--- config.mk ---
export PLATFORM = sky130hd
export DESIGN_NAME = cfg_ctrl_top
export DESIGN_NICKNAME = d
export VERILOG_FILES = /design/src/source/cfg_ctrl_pkg.sv /design/src/source/cfg_arbiter.sv /design/src/source/cfg_ctrl_top.sv /design/src/source/cfg_local_regs.sv /design/src/source/cfg_master_mux.sv /design/src/source/cfg_target_route.sv
export VERILOG_INCLUDE_DIRS = /design/src /design/src/source
export SDC_FILE = /design/constraint.sdc
export NUM_CORES = 1
export LEC_CHECK = 0
export BUFFER_PORTS_ARGS = -buffer_cell sky130_fd_sc_hd__buf_2
export CAP_MARGIN = 25
export CORE_AREA = 2 2 196 198
export CTS_CLUSTER_SIZE = 40
export DETAILED_ROUTE_END_ITERATION = 8
export DIE_AREA = 0 0 198 200
export GPL_TIMING_DRIVEN = 0
export PLACE_DENSITY = 0.41
export SYNTH_ARGS = -nofsm -noshare
export SYNTH_HDL_FRONTEND = slang
export SYNTH_SLANG_ARGS = --single-unit
--- constraint.sdc ---
create_clock -name axi_clk -period 2.3 [get_ports axi_clk]
set_clock_uncertainty 0.05 [all_clocks]
set_input_delay 0 -clock axi_clk [delete_from_list [all_inputs] [get_ports axi_clk]]
set_output_delay 0 -clock axi_clk [all_outputs]
set_load 0.02 [all_outputs]
--- src/source/cfg_ctrl_config.svh ---
`ifndef CFG_CTRL_CONFIG_SVH
`define CFG_CTRL_CONFIG_SVH

`default_nettype none

// bus widths
`define CFG_DATA_W    32
`define CFG_ADDR_W    32
// master address keeps the low 15 bits only
`define CFG_M_ADDR_W  15
`define CFG_STRB_W    4

// 4 KB pages, page number starts here
`define CFG_PAGE_LSB  12

// ------------------------------
// page map of the targets
// ------------------------------
`define CFG_PAGE_UP     20'h30000
`define CFG_PAGE_LA     20'h30001
`define CFG_PAGE_AA     20'h30002
`define CFG_PAGE_IS     20'h30003
`define CFG_PAGE_AS     20'h30004
// local register page
`define CFG_PAGE_LOCAL  20'h30005

// sub range, answered locally with all ones
`define CFG_SUB_FIRST   20'h30006
`define CFG_SUB_LAST    20'h3FFFF

// project select register
`define CFG_PRJ_SEL_W  5
`define CFG_NUM_TGT    5

`default_nettype wire

`endif

--- src/source/cfg_ctrl_pkg.sv ---
`include "cfg_ctrl_config.svh"

`default_nettype none

package cfg_ctrl_pkg;

	// ------------------------------
	// wishbone slave side
	// ------------------------------
	typedef struct packed {
		logic [`CFG_ADDR_W-1:0] adr;
		logic [`CFG_DATA_W-1:0] wdata;
		logic [`CFG_STRB_W-1:0] sel;
		logic                   cyc;
		logic                   stb;
		logic                   we;
	} wb_req_t;

	typedef struct packed {
		logic                   ack;
		logic [`CFG_DATA_W-1:0] rdata;
	} wb_rsp_t;

	// ------------------------------
	// bridge axi-lite side
	// ------------------------------
	typedef struct packed {
		logic                   awvalid;
		logic [`CFG_ADDR_W-1:0] awaddr;
		logic                   wvalid;
		logic [`CFG_DATA_W-1:0] wdata;
		logic [`CFG_STRB_W-1:0] wstrb;
		logic                   arvalid;
		logic [`CFG_ADDR_W-1:0] araddr;
		logic                   rready;
	} aa_req_t;

	typedef struct packed {
		logic                   awready;
		logic                   wready;
		logic                   arready;
		logic                   rvalid;
		logic [`CFG_DATA_W-1:0] rdata;
	} aa_rsp_t;

	// master port towards the targets
	typedef struct packed {
		logic                     awvalid;
		logic [`CFG_M_ADDR_W-1:0] awaddr;
		logic                     wvalid;
		logic [`CFG_DATA_W-1:0]   wdata;
		logic [`CFG_STRB_W-1:0]   wstrb;
		logic                     arvalid;
		logic [`CFG_M_ADDR_W-1:0] araddr;
		logic                     rready;
	} axil_req_t;

	// per-target responses, read and write channel
	typedef struct packed {
		logic                   arready;
		logic                   rvalid;
		logic [`CFG_DATA_W-1:0] rdata;
	} rd_resp_t;

	typedef struct packed {
		logic awready;
		logic wready;
	} wr_resp_t;

	// decoded page
	typedef enum logic [2:0] {
		TGT_NONE,
		TGT_LA,
		TGT_AA,
		TGT_UP,
		TGT_IS,
		TGT_AS,
		TGT_LOCAL,
		TGT_SUB
	} tgt_sel_e;

	// la sits in bit 0, same order as the target arrays
	typedef struct packed {
		logic as;
		logic is;
		logic up;
		logic aa;
		logic la;
	} tgt_en_t;

endpackage

`default_nettype wire

--- src/source/cfg_arbiter.sv ---
`default_nettype none

module cfg_arbiter
	import cfg_ctrl_pkg::*;
(
	input  wire     axi_clk,
	input  wire     axi_reset_n,
	input  wire     wb_req_t wb_req_i,
	input  wire     aa_req_t aa_req_i,
	input  wire     aa_wready_i,
	input  wire     aa_rvalid_i,
	output logic    grant_wb_o,
	output logic    grant_aa_o
);

	typedef enum logic [1:0] {
		ARB_IDLE,
		ARB_GRANT_WB,
		ARB_GRANT_AA
	} arb_state_e;

	arb_state_e state_q;
	logic       wb_req;
	logic       aa_rd_req_q;
	logic       aa_wr_req_q;
	logic       aa_req;

	// wishbone holds cyc and stb until ack
	assign wb_req = wb_req_i.cyc & wb_req_i.stb;

	// ------------------------------
	// bridge request flags
	// ------------------------------
	always_ff @(posedge axi_clk or negedge axi_reset_n) begin
		if (!axi_reset_n) begin
			aa_rd_req_q <= 1'b0;
			aa_wr_req_q <= 1'b0;
		end else begin
			// read pending from arvalid until rvalid
			if (aa_req_i.arvalid & !aa_rd_req_q)
				aa_rd_req_q <= 1'b1;
			else if (aa_rvalid_i)
				aa_rd_req_q <= 1'b0;
			// write pending from awvalid+wvalid until wready
			if (aa_req_i.awvalid & aa_req_i.wvalid & !aa_wr_req_q)
				aa_wr_req_q <= 1'b1;
			else if (aa_wready_i)
				aa_wr_req_q <= 1'b0;
		end
	end

	assign aa_req = aa_rd_req_q | aa_wr_req_q;

	// grant fsm, wishbone first
	always_ff @(posedge axi_clk or negedge axi_reset_n) begin
		if (!axi_reset_n) begin
			state_q <= ARB_IDLE;
		end else begin
			case (state_q)
				ARB_IDLE: begin
					if (wb_req)
						state_q <= ARB_GRANT_WB;
					else if (aa_req)
						state_q <= ARB_GRANT_AA;
				end
				// hold until the granted request drops
				ARB_GRANT_WB: if (!wb_req) state_q <= ARB_IDLE;
				ARB_GRANT_AA: if (!aa_req) state_q <= ARB_IDLE;
				default: state_q <= ARB_IDLE;
			endcase
		end
	end

	assign grant_wb_o = (state_q == ARB_GRANT_WB);
	assign grant_aa_o = (state_q == ARB_GRANT_AA);

endmodule

`default_nettype wire

--- src/source/cfg_ctrl_top.sv ---
`include "cfg_ctrl_config.svh"

`default_nettype none

module cfg_ctrl_top
	import cfg_ctrl_pkg::*;
(
	input  wire                       axi_clk,
	input  wire                       axi_reset_n,
	// wishbone slave
	input  wire wb_req_t              wb_req_i,
	output wb_rsp_t                   wb_rsp_o,
	// bridge axi-lite
	input  wire aa_req_t              aa_req_i,
	output aa_rsp_t                   aa_rsp_o,
	// master port and target responses
	output axil_req_t                 m_req_o,
	input  wire rd_resp_t             tgt_rd_resp_i [`CFG_NUM_TGT],
	input  wire wr_resp_t             tgt_wr_resp_i [`CFG_NUM_TGT],
	output tgt_en_t                   tgt_en_o,
	output logic [`CFG_PRJ_SEL_W-1:0] user_prj_sel_o
);

	logic                   grant_wb;
	logic                   grant_aa;
	logic [`CFG_ADDR_W-1:0] dec_araddr;
	logic [`CFG_ADDR_W-1:0] dec_awaddr;
	rd_resp_t               rd_resp;
	wr_resp_t               wr_resp;
	rd_resp_t               local_rd_resp;
	wr_resp_t               local_wr_resp;
	tgt_sel_e               wsel;
	tgt_en_t                rd_en;
	tgt_en_t                wr_en;

	// ------------------------------
	// request side
	// ------------------------------
	cfg_arbiter u_arbiter (
		.axi_clk     (axi_clk),
		.axi_reset_n (axi_reset_n),
		.wb_req_i    (wb_req_i),
		.aa_req_i    (aa_req_i),
		.aa_wready_i (aa_rsp_o.wready),
		.aa_rvalid_i (aa_rsp_o.rvalid),
		.grant_wb_o  (grant_wb),
		.grant_aa_o  (grant_aa)
	);

	cfg_master_mux u_master_mux (
		.axi_clk      (axi_clk),
		.axi_reset_n  (axi_reset_n),
		.grant_wb_i   (grant_wb),
		.grant_aa_i   (grant_aa),
		.wb_req_i     (wb_req_i),
		.aa_req_i     (aa_req_i),
		.rd_resp_i    (rd_resp),
		.wr_resp_i    (wr_resp),
		.m_req_o      (m_req_o),
		.dec_araddr_o (dec_araddr),
		.dec_awaddr_o (dec_awaddr),
		.wb_rsp_o     (wb_rsp_o),
		.aa_rsp_o     (aa_rsp_o)
	);

	// read channel routing
	cfg_target_route #(.resp_t(rd_resp_t)) u_rd_route (
		.axi_clk      (axi_clk),
		.axi_reset_n  (axi_reset_n),
		.addr_i       (dec_araddr),
		.tgt_resp_i   (tgt_rd_resp_i),
		.local_resp_i (local_rd_resp),
		.resp_o       (rd_resp),
		.sel_o        (),
		.tgt_en_o     (rd_en)
	);

	// write channel routing, its select feeds the local register
	cfg_target_route #(.resp_t(wr_resp_t)) u_wr_route (
		.axi_clk      (axi_clk),
		.axi_reset_n  (axi_reset_n),
		.addr_i       (dec_awaddr),
		.tgt_resp_i   (tgt_wr_resp_i),
		.local_resp_i (local_wr_resp),
		.resp_o       (wr_resp),
		.sel_o        (wsel),
		.tgt_en_o     (wr_en)
	);

	cfg_local_regs u_local_regs (
		.axi_clk        (axi_clk),
		.axi_reset_n    (axi_reset_n),
		.m_req_i        (m_req_o),
		.wsel_i         (wsel),
		.rd_resp_o      (local_rd_resp),
		.wr_resp_o      (local_wr_resp),
		.user_prj_sel_o (user_prj_sel_o)
	);

	// a target is enabled by either channel
	assign tgt_en_o = tgt_en_t'(rd_en | wr_en);

endmodule

`default_nettype wire

--- src/source/cfg_local_regs.sv ---
`include "cfg_ctrl_config.svh"

`default_nettype none

module cfg_local_regs
	import cfg_ctrl_pkg::*;
(
	input  wire                       axi_clk,
	input  wire                       axi_reset_n,
	input  wire axil_req_t            m_req_i,
	input  wire tgt_sel_e             wsel_i,
	output rd_resp_t                  rd_resp_o,
	output wr_resp_t                  wr_resp_o,
	output logic [`CFG_PRJ_SEL_W-1:0] user_prj_sel_o
);

	logic prj_sel_we;

	// offset 0 of the local page, low byte enabled
	assign prj_sel_we = m_req_i.awvalid & m_req_i.wvalid & (wsel_i == TGT_LOCAL)
	                  & (m_req_i.awaddr[`CFG_PAGE_LSB-1:0] == '0) & m_req_i.wstrb[0];

	always_ff @(posedge axi_clk or negedge axi_reset_n) begin
		if (!axi_reset_n)
			user_prj_sel_o <= '0;
		else if (prj_sel_we)
			user_prj_sel_o <= m_req_i.wdata[`CFG_PRJ_SEL_W-1:0];
	end

	// never stalls
	assign wr_resp_o.awready = 1'b1;
	assign wr_resp_o.wready  = 1'b1;
	assign rd_resp_o.arready = 1'b1;
	assign rd_resp_o.rvalid  = 1'b1;
	assign rd_resp_o.rdata   = {{(`CFG_DATA_W-`CFG_PRJ_SEL_W){1'b0}}, user_prj_sel_o};

endmodule

`default_nettype wire

--- src/source/cfg_master_mux.sv ---
`include "cfg_ctrl_config.svh"

`default_nettype none

module cfg_master_mux
	import cfg_ctrl_pkg::*;
(
	input  wire                    axi_clk,
	input  wire                    axi_reset_n,
	input  wire                    grant_wb_i,
	input  wire                    grant_aa_i,
	input  wire wb_req_t           wb_req_i,
	input  wire aa_req_t           aa_req_i,
	input  wire rd_resp_t          rd_resp_i,
	input  wire wr_resp_t          wr_resp_i,
	output axil_req_t              m_req_o,
	output logic [`CFG_ADDR_W-1:0] dec_araddr_o,
	output logic [`CFG_ADDR_W-1:0] dec_awaddr_o,
	output wb_rsp_t                wb_rsp_o,
	output aa_rsp_t                aa_rsp_o
);

	logic wb_req;
	logic wb_w;
	logic wb_r;
	logic aa_w;
	logic aa_r;
	logic wb_awvalid_q;
	logic wb_arvalid_q;

	assign wb_req = wb_req_i.cyc & wb_req_i.stb;

	// granted wishbone write / read
	assign wb_w = grant_wb_i & wb_req_i.we & wb_req;
	assign wb_r = grant_wb_i & ~wb_req_i.we & wb_req;
	// granted bridge write / read
	assign aa_w = grant_aa_i & aa_req_i.wvalid;
	assign aa_r = grant_aa_i & aa_req_i.rready;

	// ------------------------------
	// address, data, strobes
	// ------------------------------
	// full address goes to the page decoders
	assign dec_awaddr_o = ({`CFG_ADDR_W{grant_wb_i}} & wb_req_i.adr)
	                    | ({`CFG_ADDR_W{grant_aa_i}} & aa_req_i.awaddr);
	assign dec_araddr_o = ({`CFG_ADDR_W{grant_wb_i}} & wb_req_i.adr)
	                    | ({`CFG_ADDR_W{grant_aa_i}} & aa_req_i.araddr);

	// master sees the low bits only
	assign m_req_o.awaddr = dec_awaddr_o[`CFG_M_ADDR_W-1:0];
	assign m_req_o.araddr = dec_araddr_o[`CFG_M_ADDR_W-1:0];
	assign m_req_o.wdata  = ({`CFG_DATA_W{grant_wb_i}} & wb_req_i.wdata)
	                      | ({`CFG_DATA_W{grant_aa_i}} & aa_req_i.wdata);
	assign m_req_o.wstrb  = ({`CFG_STRB_W{grant_wb_i}} & wb_req_i.sel)
	                      | ({`CFG_STRB_W{grant_aa_i}} & aa_req_i.wstrb);

	// wishbone address valids, up a cycle after grant, down after ready
	always_ff @(posedge axi_clk or negedge axi_reset_n) begin
		if (!axi_reset_n) begin
			wb_awvalid_q <= 1'b0;
			wb_arvalid_q <= 1'b0;
		end else begin
			wb_awvalid_q <= wb_w & ~wr_resp_i.awready;
			wb_arvalid_q <= wb_r & ~rd_resp_i.arready;
		end
	end

	// bridge valids pass straight through
	assign m_req_o.awvalid = (grant_wb_i & wb_awvalid_q) | (grant_aa_i & aa_req_i.awvalid);
	assign m_req_o.wvalid  = wb_w | aa_w;
	assign m_req_o.arvalid = (grant_wb_i & wb_arvalid_q) | (grant_aa_i & aa_req_i.arvalid);
	assign m_req_o.rready  = wb_r | aa_r;

	// ------------------------------
	// responses to the granted side
	// ------------------------------
	assign aa_rsp_o.awready = aa_w & wr_resp_i.awready;
	assign aa_rsp_o.wready  = aa_w & wr_resp_i.wready;
	assign aa_rsp_o.arready = aa_r & rd_resp_i.arready;
	assign aa_rsp_o.rvalid  = aa_r & rd_resp_i.rvalid;
	assign aa_rsp_o.rdata   = rd_resp_i.rdata;

	// ack is wvalid+wready on write, rvalid+rready on read
	assign wb_rsp_o.ack   = (wb_w & wr_resp_i.wready) | (wb_r & rd_resp_i.rvalid);
	assign wb_rsp_o.rdata = rd_resp_i.rdata;

endmodule

`default_nettype wire

--- src/source/cfg_target_route.sv ---
`include "cfg_ctrl_config.svh"

`default_nettype none

module cfg_target_route
	import cfg_ctrl_pkg::*;
#(
	parameter type resp_t = logic
) (
	input  wire                   axi_clk,
	input  wire                   axi_reset_n,
	input  wire [`CFG_ADDR_W-1:0] addr_i,
	input  wire resp_t            tgt_resp_i [`CFG_NUM_TGT],
	input  wire resp_t            local_resp_i,
	output resp_t                 resp_o,
	output tgt_sel_e              sel_o,
	output tgt_en_t               tgt_en_o
);

	logic [`CFG_ADDR_W-`CFG_PAGE_LSB-1:0] page;
	tgt_sel_e                              sel_q;
	logic                                  sub_hit;

	assign page = addr_i[`CFG_ADDR_W-1:`CFG_PAGE_LSB];

	// page decode, one cycle behind the address
	always_ff @(posedge axi_clk or negedge axi_reset_n) begin
		if (!axi_reset_n) begin
			sel_q <= TGT_NONE;
		end else begin
			case (page)
				`CFG_PAGE_LA:    sel_q <= TGT_LA;
				`CFG_PAGE_AA:    sel_q <= TGT_AA;
				`CFG_PAGE_UP:    sel_q <= TGT_UP;
				`CFG_PAGE_IS:    sel_q <= TGT_IS;
				`CFG_PAGE_AS:    sel_q <= TGT_AS;
				`CFG_PAGE_LOCAL: sel_q <= TGT_LOCAL;
				default:         sel_q <= TGT_NONE;
			endcase
		end
	end

	// sub range answers in the same cycle
	assign sub_hit = (page >= `CFG_SUB_FIRST) && (page <= `CFG_SUB_LAST);
	assign sel_o   = sub_hit ? TGT_SUB : sel_q;

	always_comb begin
		case (sel_o)
			TGT_LA:    resp_o = tgt_resp_i[0];
			TGT_AA:    resp_o = tgt_resp_i[1];
			TGT_UP:    resp_o = tgt_resp_i[2];
			TGT_IS:    resp_o = tgt_resp_i[3];
			TGT_AS:    resp_o = tgt_resp_i[4];
			TGT_LOCAL: resp_o = local_resp_i;
			// all readies high, read data all ones
			TGT_SUB:   resp_o = '1;
			default:   resp_o = '0;
		endcase
	end

	// ------------------------------
	// target enables off the decode
	// ------------------------------
	assign tgt_en_o.la = (sel_q == TGT_LA);
	assign tgt_en_o.aa = (sel_q == TGT_AA);
	assign tgt_en_o.up = (sel_q == TGT_UP);
	assign tgt_en_o.is = (sel_q == TGT_IS);
	assign tgt_en_o.as = (sel_q == TGT_AS);

endmodule

`default_nettype wire

* After elaboration in Yosys (flattened, before gate mapping)
Cells that the tools add are included. W data, S select, Z words.
Cells by class: magnitude comparators 4, equal/unequal tests 41, muxes and demuxes 15, bitwise gates (word level) 47, reduce and logical (&&, ||, !) cells 10
Operator list (count):
- $eq A20 B18 Y1 const B | 12
- $pmux W34 S7 | 1
- $and A32 B32 Y32 | 5
- $or A32 B32 Y32 | 3
- $ge A20 B18 Y1 const B | 2
- $le A20 B18 Y1 const B | 2
- $eq A3 B3 Y1 const B | 12
- $pmux W3 S6 | 2
- $and A1 B1 Y1 | 26
- $eq A3 B2 Y1 const B | 8
- $eq A3 B1 Y1 const B | 4
- $logic_not A12 Y1 | 1
- $pmux W2 S6 | 1
- $and A4 B4 Y4 | 2
- $mux W2 | 4
- $mux W3 | 2
- $or A1 B1 Y1 | 6
- $pmux W2 S3 | 1
- $or A5 B5 Y5 | 1
- $mux W1 | 4
- $ne A2 B2 Y1 const B | 2
- $or A4 B4 Y4 | 1
- $reduce_bool A2 Y1 | 2
- $ne A3 B1 Y1 const B | 1
- other kinds (8) | 12
Storage, ports and cells: register bits after elaboration 17, bits of input ports 357, output and inout bits 149, word-level logic and storage cells 125

* Longest topological paths before layout
Gate-level depths: netlist of run 1.
depth in word-level cells 12, gate-level depth with buffers 10, gate-level depth less buffers 6

* By module
A second synthesis of run 1 with hierarchy kept.
Unflattened totals: cell total of the unflattened synthesis 624, area, all modules 5268.8 sq um
Modules (own cells, without submodules):
- cfg_target_route (u_rd_route) | times used 1, cells each 271, area an instance 2280.9 sq um, sequential area each 75.1 sq um
- cfg_master_mux | times used 1, cells each 235, area an instance 1878.1 sq um, sequential area each 50.0 sq um
- cfg_local_regs | times used 1, cells each 56, area an instance 520.5 sq um, sequential area each 125.1 sq um
- cfg_target_route (u_wr_route) | times used 1, cells each 44, area an instance 397.9 sq um, sequential area each 75.1 sq um
- cfg_arbiter | times used 1, cells each 13, area an instance 160.2 sq um, sequential area each 100.1 sq um
- cfg_ctrl_top | times used 1, cells each 5, area an instance 31.3 sq um, sequential area each 0.0 sq um

* Worst setup path after synthesis of run 1
No wires, ideal clock.
kind register to output, from register u_arbiter.state_q[0], to output wb_rsp_o[15] (netlist name), data arrival time 2412 ps, required time 2250 ps, slack -162 ps, cell stages (with the launch flop) 10, buffers on the path 4, cells stage by stage dfrtp_1 buf_2 and2b_4 a22o_1 a222oi_1 or2_1 buf_4 buf_6 nand4_1 buf_4
RTL lines:
- start: declaration | line cfg_arbiter.sv:22 | arb_state_e state_q;
- start signal: assignment | line cfg_arbiter.sv:57 | state_q <= ARB_IDLE;
- start signal: assignment | line cfg_arbiter.sv:62 | state_q <= ARB_GRANT_WB;
- start signal: assignment | line cfg_arbiter.sv:64 | state_q <= ARB_GRANT_AA;
- end: declaration | line cfg_ctrl_top.sv:12 | output wb_rsp_t wb_rsp_o,

==> summary.txt, run 1 <==
Global routing
  • Initial antenna violation count: 5
  • First-pass GRT wire length: 44500 µm
  • GRT busiest layer: met2
  • All-Layer GR Usage: between 15 and 20%
  • Largest net degree at the start of global routing: 18
  • Global Route met1 Usage: 17.5%
  • Vias in the first global route: between 6000 and 7000
  • Routing usage on met3: under 10%
  • Met2 Track Usage GR: a little under a third
  • GR Overflow Total: 0

Yosys
  • Top_reg_cell synth: dfrtp_1
  • Asr flop ratio synth: 100%
  • Ys Warns: 0
  • Syn nets: between 800 and 900
  • Synth unique cells: between 50 and 60
  • Cell Area, Synth: around 0.0037 mm²
  • #FFs+latches synth: 17
  • Synth Area per Inst: 7.61 µm²
  • Post-Syn Instances: a little under 500
  • Sequential-to-total area share from yosys stat: between 10% and 20%
  • Number of synthesized flops with an enable pin: 0

Power and ir drop
  • Total power: 1.56 mW
  • Internal power: ~0.98 mW
  • Leakage power: just over 4 nW
  • Maximum vdd drop: 0.190 mV
  • Switch share: 36.9%
  • Combinational share of power: between 50% and 60%
  • Part of the power in the clock network: about a quarter
  • P_sw: a little under 0.6 mW
  • Ratio of total power to cell area: about 190 mW/mm²
  • Reg power frac: a little under 20%

Clock tree
  • Root Buffer: clkbuf_16
  • Max clock buf depth: 2
  • CTS tree: yes
  • Num CTS Buffers: 3
  • Clk pin slew, worst setup/hold paths: ~0.06 ns
  • Skew-Pair Late Insertion Delay: between 0.2 and 0.3 ns
  • TritonCTS Sinks: 17
  • H-tree depth: 1

Timing
  • Max-slew headroom: 49.1%
  • Final hold violation count: 0
  • Final setup vio count: 75
  • Crit path time final: between 2 and 3 ns
  • RSZ-0062 raised after global routing: yes
  • Fin worst setup slack: -0.450 ns
  • Tcrit/Tclk final: 120%
  • Actual slew at the worst max-slew pin: between 0.7 and 0.8 ns
  • Count of pins over their slew limit: 0
  • Peak Freq: about 360 MHz

Drt
  • 1st-iter DRT viols: between 150 and 200
  • DRT Pass-1 Iters: 4
  • Antenna Violating Nets Remaining: 0
  • DR WL/cell: 21.6 µm
  • Vias/cell: between 4 and 5
  • Residual DRC count: 0
  • Total Wirelength: approximately 33000 µm
  • Vias: roughly 6300

Final layout
  • Final layout net count: 1385
  • Commonest non-fill, non-tap cell in the layout: buf_2
  • Final instance area: about 0.0081 mm²
  • Area Overhead vs Synth: 119%
  • Final core occ: a little over a fifth
  • Most frequent cells in the layout: buf_2 (443), buf_6 (88), a22o_1 (66)
  • Fraction of layout cells with a size suffix above 1: 65.5%

Setup path
  • Setup CP Type: register to primary output
  • Cell mode on critical path: buf_6
  • Worst-path cell chain: buf_6 > and3b_2 > o22ai_2 > or3_4 > or2_4 > buf_12 > buf_8 > a311o_1 > buf_4 > buf_6
  • Critical-path top delay cell: dfrtp_2
  • CP Max Fanout: 7
  • Required time worst endpoint: approximately 2.3 ns
  • Critical path startpoint category: register
  • CP endpoint kind: primary output
  • Delay of the slowest cell on the worst path: around 0.45 ns
  • CP Data Arrival Time: about 2.7 ns

Die
  • Std-Cell Rows: 71
  • Die Wd: between 150 and 200 µm
  • CORE AREA: between 0.03 and 0.04 mm²
  • Initial core utilization: 9.88%
  • Die Y-Extent: approximately 200 µm
  • Die ar.: slightly below 0.04 mm²
  • IO Pins: about 510

Status
  • Failing checks: setup timing
  • Status: finished, violations left

Worst hold path
  • Worst hold path type: primary input to register

Place
  • Routability cong.: roughly 0.86
  • Pre-CTS setup slack: -0.883 ns
  • Post-DP HPWL: 28500 µm
  • Port-buffer cells: roughly 510
  • Post-Place Cell Area: just under 0.007 mm²

Run
  • MaxCap Viol Count: 0
## sequential cells by signal, summed over array words and instances, names as in the netlist
| signal | count |
|---|---|
| u_arbiter.aa_wr_req_q | 1 |
| u_master_mux.wb_arvalid_q | 1 |
| u_local_regs.user_prj_sel_o | 5 |
| u_rd_route.sel_q | 3 |
| u_arbiter.state_q | 2 |
| u_arbiter.aa_rd_req_q | 1 |
| u_wr_route.sel_q | 3 |
| u_master_mux.wb_awvalid_q | 1 |
## logic make-up after synthesis
group | count (synthesis) | share of synthesized area, %
compound gates | 200 | 41.2
mux | 54 | 15.5
buf+inv | 89 | 13.5
flops | 17 | 11.5
simple gates | 126 | 18.2
## per-layer routing
metal	wire, µm	part of all wire [%]
met5	7	0.021
met4	957	2.9
met3	1980	6.0
met2	17600	53
met1	12700	38
## Yosys cell counts (2+ instances only)
cell type  instances  area (µm²)
o21ai_0           13        65.1
clkbuf_1          27         101
buf_6              3        33.8
a21oi_1           33         165
a41oi_1            3        26.3
nand4_1           11        68.8
a311o_1            9        90.1
inv_1              5        18.8
a221oi_1           9        78.8
nor2b_1            8        50.1
nand3_1            2        10.0
o21bai_1           2        15.0
a211oi_1           2        15.0
nor2_1            27         101
mux2_2            17         191
buf_1             12        45.0
mux2i_1           36         360
nor4_1             8        50.1
nand2b_1           9        56.3
nor3_1             6        30.0
dfrtp_1           17         425
a222oi_1           2        20.0
a22o_1            67         587
buf_2              4        20.0
or2_1              6        37.5
nand2_1           26        97.6
a32o_1             2        20.0
and3_1             2        12.5
nor4b_1            4        35.0
a22oi_1           29         218
or2_2              9        56.3
buf_4             37         278
nand3b_1           2        15.0
o22ai_1           19         119
## worst max-delay path, delay by kind of cell, from the launching register on
family / cells / cell delay, ns
buffers and inverters: 5 / 0.70
AND/OR/NAND/NOR: 3 / 0.92
flip-flops: 1 / 0.45
AO/OA/AOI/OAI: 2 / 0.36
## what timing repair did
action / in CTS / in global routing
hold endpoints to repair: 20 / 0
endpoints found under the setup margin: 148 / 107
buffers inserted: 25 / 6
pin swaps: 25 / 11
gates cloned: 3 / 0
gates resized for setup: 236 / 42
hold buffers: 6 / 0
## per-stage QoR
stage,TNS [ns],hold slack [ns],cells
CTS,-27.55,0.0396,1536
global route,-31.15,0.0616,1539
detailed placement,-56.86,-0.0509,1502
global placement,-58.80,-0.0540,1502
finish,-23.43,0.0498,1539
floorplan,-0.332,-0.346,486
## power by group through the flow
stage / combinational (mW) / sequential, mW / clock, mW
5_1_grt: 0.935 / 0.302 / 0.421
6_report: 0.868 / 0.302 / 0.391
2_1_floorplan: 0.299 / 0.307 / 0
4_1_cts: 0.872 / 0.302 / 0.416
3_5_place_dp: 0.795 / 0.308 / 0
3_3_place_gp: 0.793 / 0.308 / 0
## layout make-up
class	instances	area (µm²)
fill	4243	29300
timing repair buffer	542	3330
multi-input combinational	380	2970
tap	511	639
buffer	78	623
sequential	17	428
clock buffer	3	75.1
inverter	6	22.5
clock inverter	1	7.51
antenna	1	2.50
## worst paths after layout
check / from / endpoint / slack [ns] / cells after the start
worst max-delay path: u_arbiter.state_q[1] / wb_rsp_o[3] / -0.45 / 10
worst min-delay path: wb_req_i[0] / u_master_mux.wb_arvalid_q / 0.05 / 3
worst max register to register: u_arbiter.state_q[0] / u_local_regs.user_prj_sel_o[1] / -0.13 / 9
worst min register to register: u_arbiter.aa_rd_req_q / u_arbiter.aa_rd_req_q / 0.48 / 1
max in group asynchronous: axi_reset_n / u_arbiter.state_q[1] / 1.68 / 2
min in group asynchronous: axi_reset_n / u_wr_route.sel_q[0] / 0.17 / 2
No activity file was read; power rests on OpenSTA's default activity.
==> inputs of run 2 (changes only) <==
--- a/config.mk
+++ b/config.mk
@@ -8,12 +8,12 @@
 export LEC_CHECK = 0
 export BUFFER_PORTS_ARGS = -buffer_cell sky130_fd_sc_hd__buf_2
 export CAP_MARGIN = 25
-export CORE_AREA = 2 2 196 198
+export CORE_AREA = 2 2 198 200
 export CTS_CLUSTER_SIZE = 40
 export DETAILED_ROUTE_END_ITERATION = 8
-export DIE_AREA = 0 0 198 200
+export DIE_AREA = 0 0 200 202
 export GPL_TIMING_DRIVEN = 0
-export PLACE_DENSITY = 0.41
+export PLACE_DENSITY = 0.39
 export SYNTH_ARGS = -nofsm -noshare
 export SYNTH_HDL_FRONTEND = slang
 export SYNTH_SLANG_ARGS = --single-unit
==> constraint.sdc (replaced) <==
create_clock -name axi_clk -period 2.6 [get_ports axi_clk]
set_clock_uncertainty 0.05 [all_clocks]
set_input_delay 0 -clock axi_clk [delete_from_list [all_inputs] [get_ports axi_clk]]
set_output_delay 0 -clock axi_clk [all_outputs]
set_load 0.02 [all_outputs]
==> summary.txt, run 2 (same netlist as run 1, synthesis figures left out) <==
Timing
  • Tcrit/Tclk final: 108%
  • Setup TNS: -5.41 ns (+18.03 ns)
  • Actual slew at the worst max-slew pin: 0.879 ns (+0.127 ns)
  • Peak Freq: 356 MHz
  • Final hold violation count: 0 (unchanged)
  • RSZ-0062 raised after global routing: yes
  • Crit path time final: 2.81 ns
  • Max-slew headroom: 40.5% (-8.6 points)
  • Fin worst setup slack: -0.209 ns (+0.240 ns)
  • Final setup vio count: 50 (-33%)
  • Count of pins over their slew limit: 0 (unchanged)
  • Final hold slack: 0.0417 ns (-0.00809 ns)

Place
  • Post-DP HPWL: 29200 µm (+2.4%)
  • Port-buffer cells: 505 (unchanged)
  • Routability cong.: 0.842 (-2.1%)
  • Placed Cells: 1509 (+0.47%)
  • Pre-CTS setup slack: -0.667 ns (+0.216 ns)

Power and ir drop
  • Reg power frac: 19.4% (about the same)
  • P_sw: 0.513 mW (-11%)
  • Total power: 1.38 mW (-12%)
  • Internal power: 0.862 mW (-12%)
  • Part of the power in the clock network: 24.8% (-0.2 points)
  • Combinational share of power: 55.7% (about the same)
  • Ratio of total power to cell area: 174 mW/mm² (-9.5%)
  • Leakage power: 4.09 nW (-1.1%)
  • Maximum vdd drop: 0.165 mV (-13%)
  • Switch share: 37.3% (+0.36 points)

Setup path
  • Required time worst endpoint: 2.55 ns (+0.30 ns)
  • Setup CP Type: register to primary output
  • CP endpoint kind: primary output
  • Reg-to-reg endpoint: u_local_regs.user_prj_sel_o[4]
  • Cell mode on critical path: buf_4
  • CP Data Arrival Time: 2.76 ns (+0.06 ns)
  • R2R cell count: 9 (unchanged)
  • CP Buf/Inv Count: 7 (+2)
  • CP Max Fanout: 9 (+2)
  • Delay of the slowest cell on the worst path: 0.39 ns (-0.06 ns)
  • Critical path startpoint category: register
  • Critical-path top delay cell: dfrtp_1
  • Crit Reg-Reg Startpoint: u_arbiter.state_q[0]
  • Worst-path cell chain: buf_6 > and2b_4 > a22o_4 > a222oi_1 > buf_4 > buf_4 > or2_4 > buf_12 > buf_12 > nand4_1 > buf_4 > buf_6
  • R2r setup slk: 0.14 ns (+0.27 ns)
  • Crit-path leading delay family: buffers and inverters

Drt
  • 1st-iter DRT viols: 181 (+1.1%)
  • DR WL/cell: 22.4 µm (+3.7%)
  • Antenna Violating Nets Remaining: 0 (unchanged)
  • DR top layer: met5
  • DRT Pass-1 Iters: 4 (unchanged)
  • Vias: 6374 (+0.50%)
  • Vias/cell: 4.12 (about the same)
  • Met2 WL: 18600 µm (+5.8%)
  • Met3 WL: 2390 µm (+21%)
  • Residual DRC count: 0 (unchanged)
  • Total Wirelength: 34600 µm (+4.1%)
  • DRT met1 WL: 12600 µm (-0.72%)

Clock tree
  • H-tree depth: 1 (unchanged)
  • Clk pin slew, worst setup/hold paths: 0.06 ns (about the same)
  • Root Buffer: clkbuf_16
  • Num CTS Buffers: 3 (unchanged)
  • Skew-Pair Late Insertion Delay: 0.26 ns (about the same)
  • TritonCTS Sinks: 17 (unchanged)
  • CTS tree: yes
  • Max clock buf depth: 2 (unchanged)

Status
  • Status: finished, violations left
  • Failing checks: setup timing

Die
  • Die Y-Extent: 202 µm (+1.0%)
  • Die ar.: 0.0404 mm² (+2.0%)
  • IO Pins: 506 (unchanged)
  • Die Wd: 200 µm (+1.0%)
  • Std-Cell Rows: 72 (+1.4%)
  • Initial core utilization: 9.65% (-0.23 points)
  • CORE AREA: 0.0383 mm² (+2.4%)

Global routing
  • Vias in the first global route: 6708 (+1.4%)
  • Largest net degree at the start of global routing: 18 (unchanged)
  • All-Layer GR Usage: 16.0% (+0.25 points)
  • First-pass GRT wire length: 45700 µm (+2.7%)
  • Initial antenna violation count: 8 (+3)
  • GR Overflow Total: 0 (unchanged)

Final layout
  • Final layout net count: 1386 (+0.072%)
  • Regs by FF count: u_local_regs.user_prj_sel_o (5), u_rd_route.sel_q (3), u_wr_route.sel_q (3)
  • Largest register FFs: 5 (unchanged)
  • Commonest non-fill, non-tap cell in the layout: buf_2
  • Fraction of layout cells with a size suffix above 1: 64.4% (-1.1 points)
  • Non-Filler Instances: 1546 (+0.45%)
  • Antenna diode count: 0 (-1)
  • Most frequent cells in the layout: buf_2 (454), buf_6 (79), a22o_1 (66)
  • Largest Register: u_local_regs.user_prj_sel_o
  • Area Overhead vs Synth: 113%

Worst hold path
  • Worst hold path type: primary input to register
  • Worst Hold Depth: 3 (unchanged)
  • Worst Hold Launch: aa_req_i[103]
  • Hold Path End: u_arbiter.aa_wr_req_q

Run
  • MaxCap Viol Count: 0 (unchanged)
[run 2: changes by cell type in the layout (fill, tap and decap cells not counted), sizes merged]
cell,delta
clkdlybuf4s15,+1
diode,-1
[run 2: area by class of cell]
type                            instances  area, µm²
Inverter                                6       22.5
Buffer                                 76        569
Clock buffer                            3       75.1
Clock inverter                          1       7.51
Timing Repair Buffer                  545       3240
Fill cell                            4403      30400
Tap cell                              518        648
Sequential cell                        17        428
Multi-Input combinational cell        380       2900
[run 2: what timing repair did]
| action | 4_1_cts | 5_1_grt |
|---|---|---|
| hold buffers | 6 | 0 |
| setup endpoints to repair | 133 | 105 |
| gates resized for setup | 177 | 53 |
| gates cloned | 3 | 1 |
| pin swaps | 21 | 13 |
| endpoints found under the hold margin | 20 | 0 |
| buffers inserted | 14 | 18 |
[run 2: power groups by stage]
stage / Sequential, mW / Clock, mW / Combinational (mW)
6_report: 0.267 / 0.342 / 0.767
5_1_grt: 0.267 / 0.371 / 0.823
4_1_cts: 0.267 / 0.368 / 0.758
3_5_place_dp: 0.272 / 0 / 0.713
3_3_place_gp: 0.272 / 0 / 0.710
2_1_floorplan: 0.272 / 0 / 0.263
[run 2: per-layer routing]
metal | global-route usage (%) | vias up
met5 | 0 | -
met4 | 4.74 | 6
met3 | 2.35 | 49
met2 | 31.8 | 377
met1 | 16.9 | 2971
li1 | - | 2971
[run 2: tightest hold or removal path: cells and delay by family]
kind | cells | cell delay, ns
compound gates | 2 | 0.19
buf+inv | 1 | 0.13
[run 2: worst max-delay path by stage]
stage	startpoint	slack, ns	cells after the start	endpoint
floorplan	u_arbiter.state_q[0]	0.14	9	wb_rsp_o[15]
finish	u_arbiter.state_q[0]	-0.21	12	wb_rsp_o[20]
CTS	u_arbiter.state_q[0]	-0.22	11	wb_rsp_o[12]
global route	u_arbiter.state_q[0]	-0.32	13	wb_rsp_o[29]
detailed placement	u_rd_route.sel_q[0]	-0.67	7	wb_rsp_o[29]
global placement	u_rd_route.sel_q[0]	-0.71	7	wb_rsp_o[29]
[run 2: metrics by stage]
step | cell area (µm²) | utilization [%]
final | 7890 | 20.6
after global routing | 7890 | 20.6
after CTS | 7590 | 19.8
after detailed placement | 6870 | 17.9
after global placement | 6870 | 17.9
after floorplan | 3700 | -
==> inputs of run 3 (changes only) <==
--- a/config.mk
+++ b/config.mk
@@ -9,11 +9,13 @@
 export BUFFER_PORTS_ARGS = -buffer_cell sky130_fd_sc_hd__buf_2
 export CAP_MARGIN = 25
 export CORE_AREA = 2 2 198 200
+export CTS_CLUSTER_DIAMETER = 60
 export CTS_CLUSTER_SIZE = 40
 export DETAILED_ROUTE_END_ITERATION = 8
 export DIE_AREA = 0 0 200 202
 export GPL_TIMING_DRIVEN = 0
 export PLACE_DENSITY = 0.39
+export SKIP_CTS_REPAIR_TIMING = 1
 export SYNTH_ARGS = -nofsm -noshare
 export SYNTH_HDL_FRONTEND = slang
 export SYNTH_SLANG_ARGS = --single-unit
==> summary.txt, run 3 (same netlist as run 1, synthesis figures left out) <==
Global routing
  • Initial antenna violation count: 9 (+1)
  • Vias in the first global route: 6530 (-2.7%)
  • GR Overflow Total: 0 (unchanged)
  • First-pass GRT wire length: 44400 µm (-2.9%)
  • All-Layer GR Usage: 15.5% (-0.44 points)
  • Largest net degree at the start of global routing: 18 (unchanged)

Final layout
  • Commonest non-fill, non-tap cell in the layout: buf_2
  • Area Overhead vs Synth: 107%
  • Final layout net count: 1370 (-1.2%)
  • Largest Register: u_local_regs.user_prj_sel_o
  • Regs by FF count: u_local_regs.user_prj_sel_o (5), u_rd_route.sel_q (3), u_wr_route.sel_q (3)
  • Most frequent cells in the layout: buf_2 (466), a22o_1 (66), buf_6 (53)
  • Fraction of layout cells with a size suffix above 1: 63.8% (-0.56 points)
  • Largest register FFs: 5 (unchanged)

Drt
  • Vias: 6316 (-0.91%)
  • Antenna Violating Nets Remaining: 0 (unchanged)
  • 1st-iter DRT viols: 177 (-2.2%)
  • Residual DRC count: 0 (unchanged)
  • Vias/cell: 4.13 (about the same)
  • Total Wirelength: 34100 µm (-1.6%)
  • DR WL/cell: 22.3 µm (-0.62%)
  • DRT Pass-1 Iters: 6 (+2)

Setup path
  • Setup CP Type: register to primary output
  • CP endpoint kind: primary output
  • Worst-path cell chain: buf_6 > and2b_4 > a22o_4 > a222oi_1 > buf_4 > or2_4 > buf_12 > buf_12 > nand4_1 > buf_4 > buf_6
  • R2r setup slk: 0.22 ns (+0.08 ns)
  • Delay of the slowest cell on the worst path: 0.37 ns (-0.02 ns)
  • Worst path depth: 11 (-1)
  • Reg-to-reg endpoint: u_local_regs.user_prj_sel_o[4]
  • Critical-path top delay cell: dfrtp_1
  • Critical path startpoint category: register
  • CP Data Arrival Time: 2.70 ns (-0.06 ns)
  • Required time worst endpoint: 2.55 ns (about the same)
  • Critical path destination: wb_rsp_o[20]
  • Crit Reg-Reg Startpoint: u_arbiter.state_q[0]
  • R2R cell count: 10 (+1)
  • CP Buf/Inv Count: 6 (-1)
  • Crit-path leading delay family: buffers and inverters
  • Critical Path Source: u_arbiter.state_q[0]
  • CP Max Fanout: 8 (-1)

Clock tree
  • TritonCTS Sinks: 17 (unchanged)
  • Root Buffer: clkbuf_16
  • Max clock buf depth: 2 (unchanged)
  • CTS tree: yes
  • Skew-Pair Late Insertion Delay: 0.26 ns (about the same)
  • Num CTS Buffers: 3 (unchanged)
  • H-tree depth: 1 (unchanged)
  • Clk pin slew, worst setup/hold paths: 0.06 ns (about the same)

Timing
  • Count of pins over their slew limit: 0 (unchanged)
  • Actual slew at the worst max-slew pin: 0.835 ns (-0.0445 ns)
  • Final setup vio count: 21 (-58%)
  • Max-slew headroom: 43.6% (+3.0 points)
  • Tcrit/Tclk final: 106% (-2.4 points)
  • Final hold slack: 0.0370 ns (-0.00471 ns)
  • RSZ-0062 raised after global routing: yes
  • Crit path time final: 2.75 ns (-0.0619 ns)
  • Fin worst setup slack: -0.147 ns (+0.0619 ns)
  • Final hold violation count: 0 (unchanged)
  • Peak Freq: 364 MHz (+2.3%)

Place
  • Pre-CTS setup slack: -0.667 ns (unchanged)
  • Post-DP HPWL: 29200 µm (unchanged)
  • Routability cong.: 0.842 (unchanged)
  • Port-buffer cells: 505 (unchanged)

Power and ir drop
  • Leakage power: 3.99 nW (-2.5%)
  • Ratio of total power to cell area: 178 mW/mm² (+2.1%)
  • Maximum vdd drop: 0.166 mV (about the same)

Die
  • Die Wd: 200 µm (unchanged)
  • Die Y-Extent: 202 µm (unchanged)
  • Std-Cell Rows: 72 (unchanged)
  • CORE AREA: 0.0383 mm² (unchanged)
  • Initial core utilization: 9.65% (unchanged)
  • IO Pins: 506 (unchanged)
  • Die ar.: 0.0404 mm² (unchanged)

Status
  • Failing checks: setup timing
  • Status: finished, violations left

Run
  • MaxCap Viol Count: 0 (unchanged)

Worst hold path
  • Worst hold path type: primary input to register
## run 3: cell types whose count changed in the layout (fill, tap and decap cells not counted), moves of 2 or more
cell      before  now
buf_6         79   53
buf_2        454  466
buf_4         47   38
clkbuf_2      16   20
clkbuf_4       2    5
or2_1          0    2
or2_4         15   13
## run 3: cell type report
| cell class | instances | area, µm² |
|---|---|---|
| Antenna cell | 1 | 2.50 |
| Buffer | 70 | 490 |
| Clock buffer | 3 | 75.1 |
| Clock inverter | 1 | 7.51 |
| Fill cell | 4434 | 30600 |
| Inverter | 6 | 22.5 |
| Multi-Input combinational cell | 380 | 2900 |
| Sequential cell | 17 | 428 |
| Tap cell | 518 | 648 |
| Timing Repair Buffer | 535 | 3070 |
## run 3: worst min path at each step
stage	depth (start not counted)	endpoint	slack (ns)	start
detailed placement	1	u_wr_route.sel_q[0]	-0.05	axi_reset_n
global placement	1	u_wr_route.sel_q[0]	-0.05	axi_reset_n
floorplan	0	u_arbiter.aa_rd_req_q	-0.35	axi_reset_n
finish	3	u_arbiter.aa_wr_req_q	0.04	aa_req_i[103]
CTS	1	u_wr_route.sel_q[0]	-0.34	axi_reset_n
global route	3	u_arbiter.aa_wr_req_q	0.05	aa_req_i[103]
## run 3: worst register-to-register path, stage by stage, from the launching register on
cell and delay (ns):
dfrtp_1 0.37, buf_6 0.14, and2b_4 0.18, buf_4 0.14
a22oi_4 0.18, inv_2 0.08, a222oi_1 0.40, buf_4 0.19
o211ai_2 0.07, buf_4 0.19, mux2_2 0.28
## run 3: report_power, final
group,internal (mW),switching [mW]
registers,0.266,0.00130
clock network,0.209,0.133
logic,0.376,0.375
## run 3: layer usage
| layer | track usage (%) | wire (µm) | up-vias |
|---|---|---|---|
| li1 | - | - | 2939 |
| met4 | 4.92 | 916 | 6 |
| met5 | 0 | 36 | - |
| met1 | 16.3 | 12300 | 2934 |
| met3 | 2.54 | 2420 | 45 |
| met2 | 30.8 | 18400 | 392 |
## run 3: metrics by stage
step	instance area (µm²)	std cells	utilization (%)	power, mW	setup TNS (ns)
final	7640	1531	20.0	1.36	-1.43
after global routing	7640	1530	20.0	1.45	-6.21
after CTS	6950	1513	18.2	1.35	-63.35
after detailed placement	6870	1509	17.9	0.985	-25.87
after global placement	6870	1509	17.9	0.982	-25.41
after floorplan	3700	486	-	0.535	0
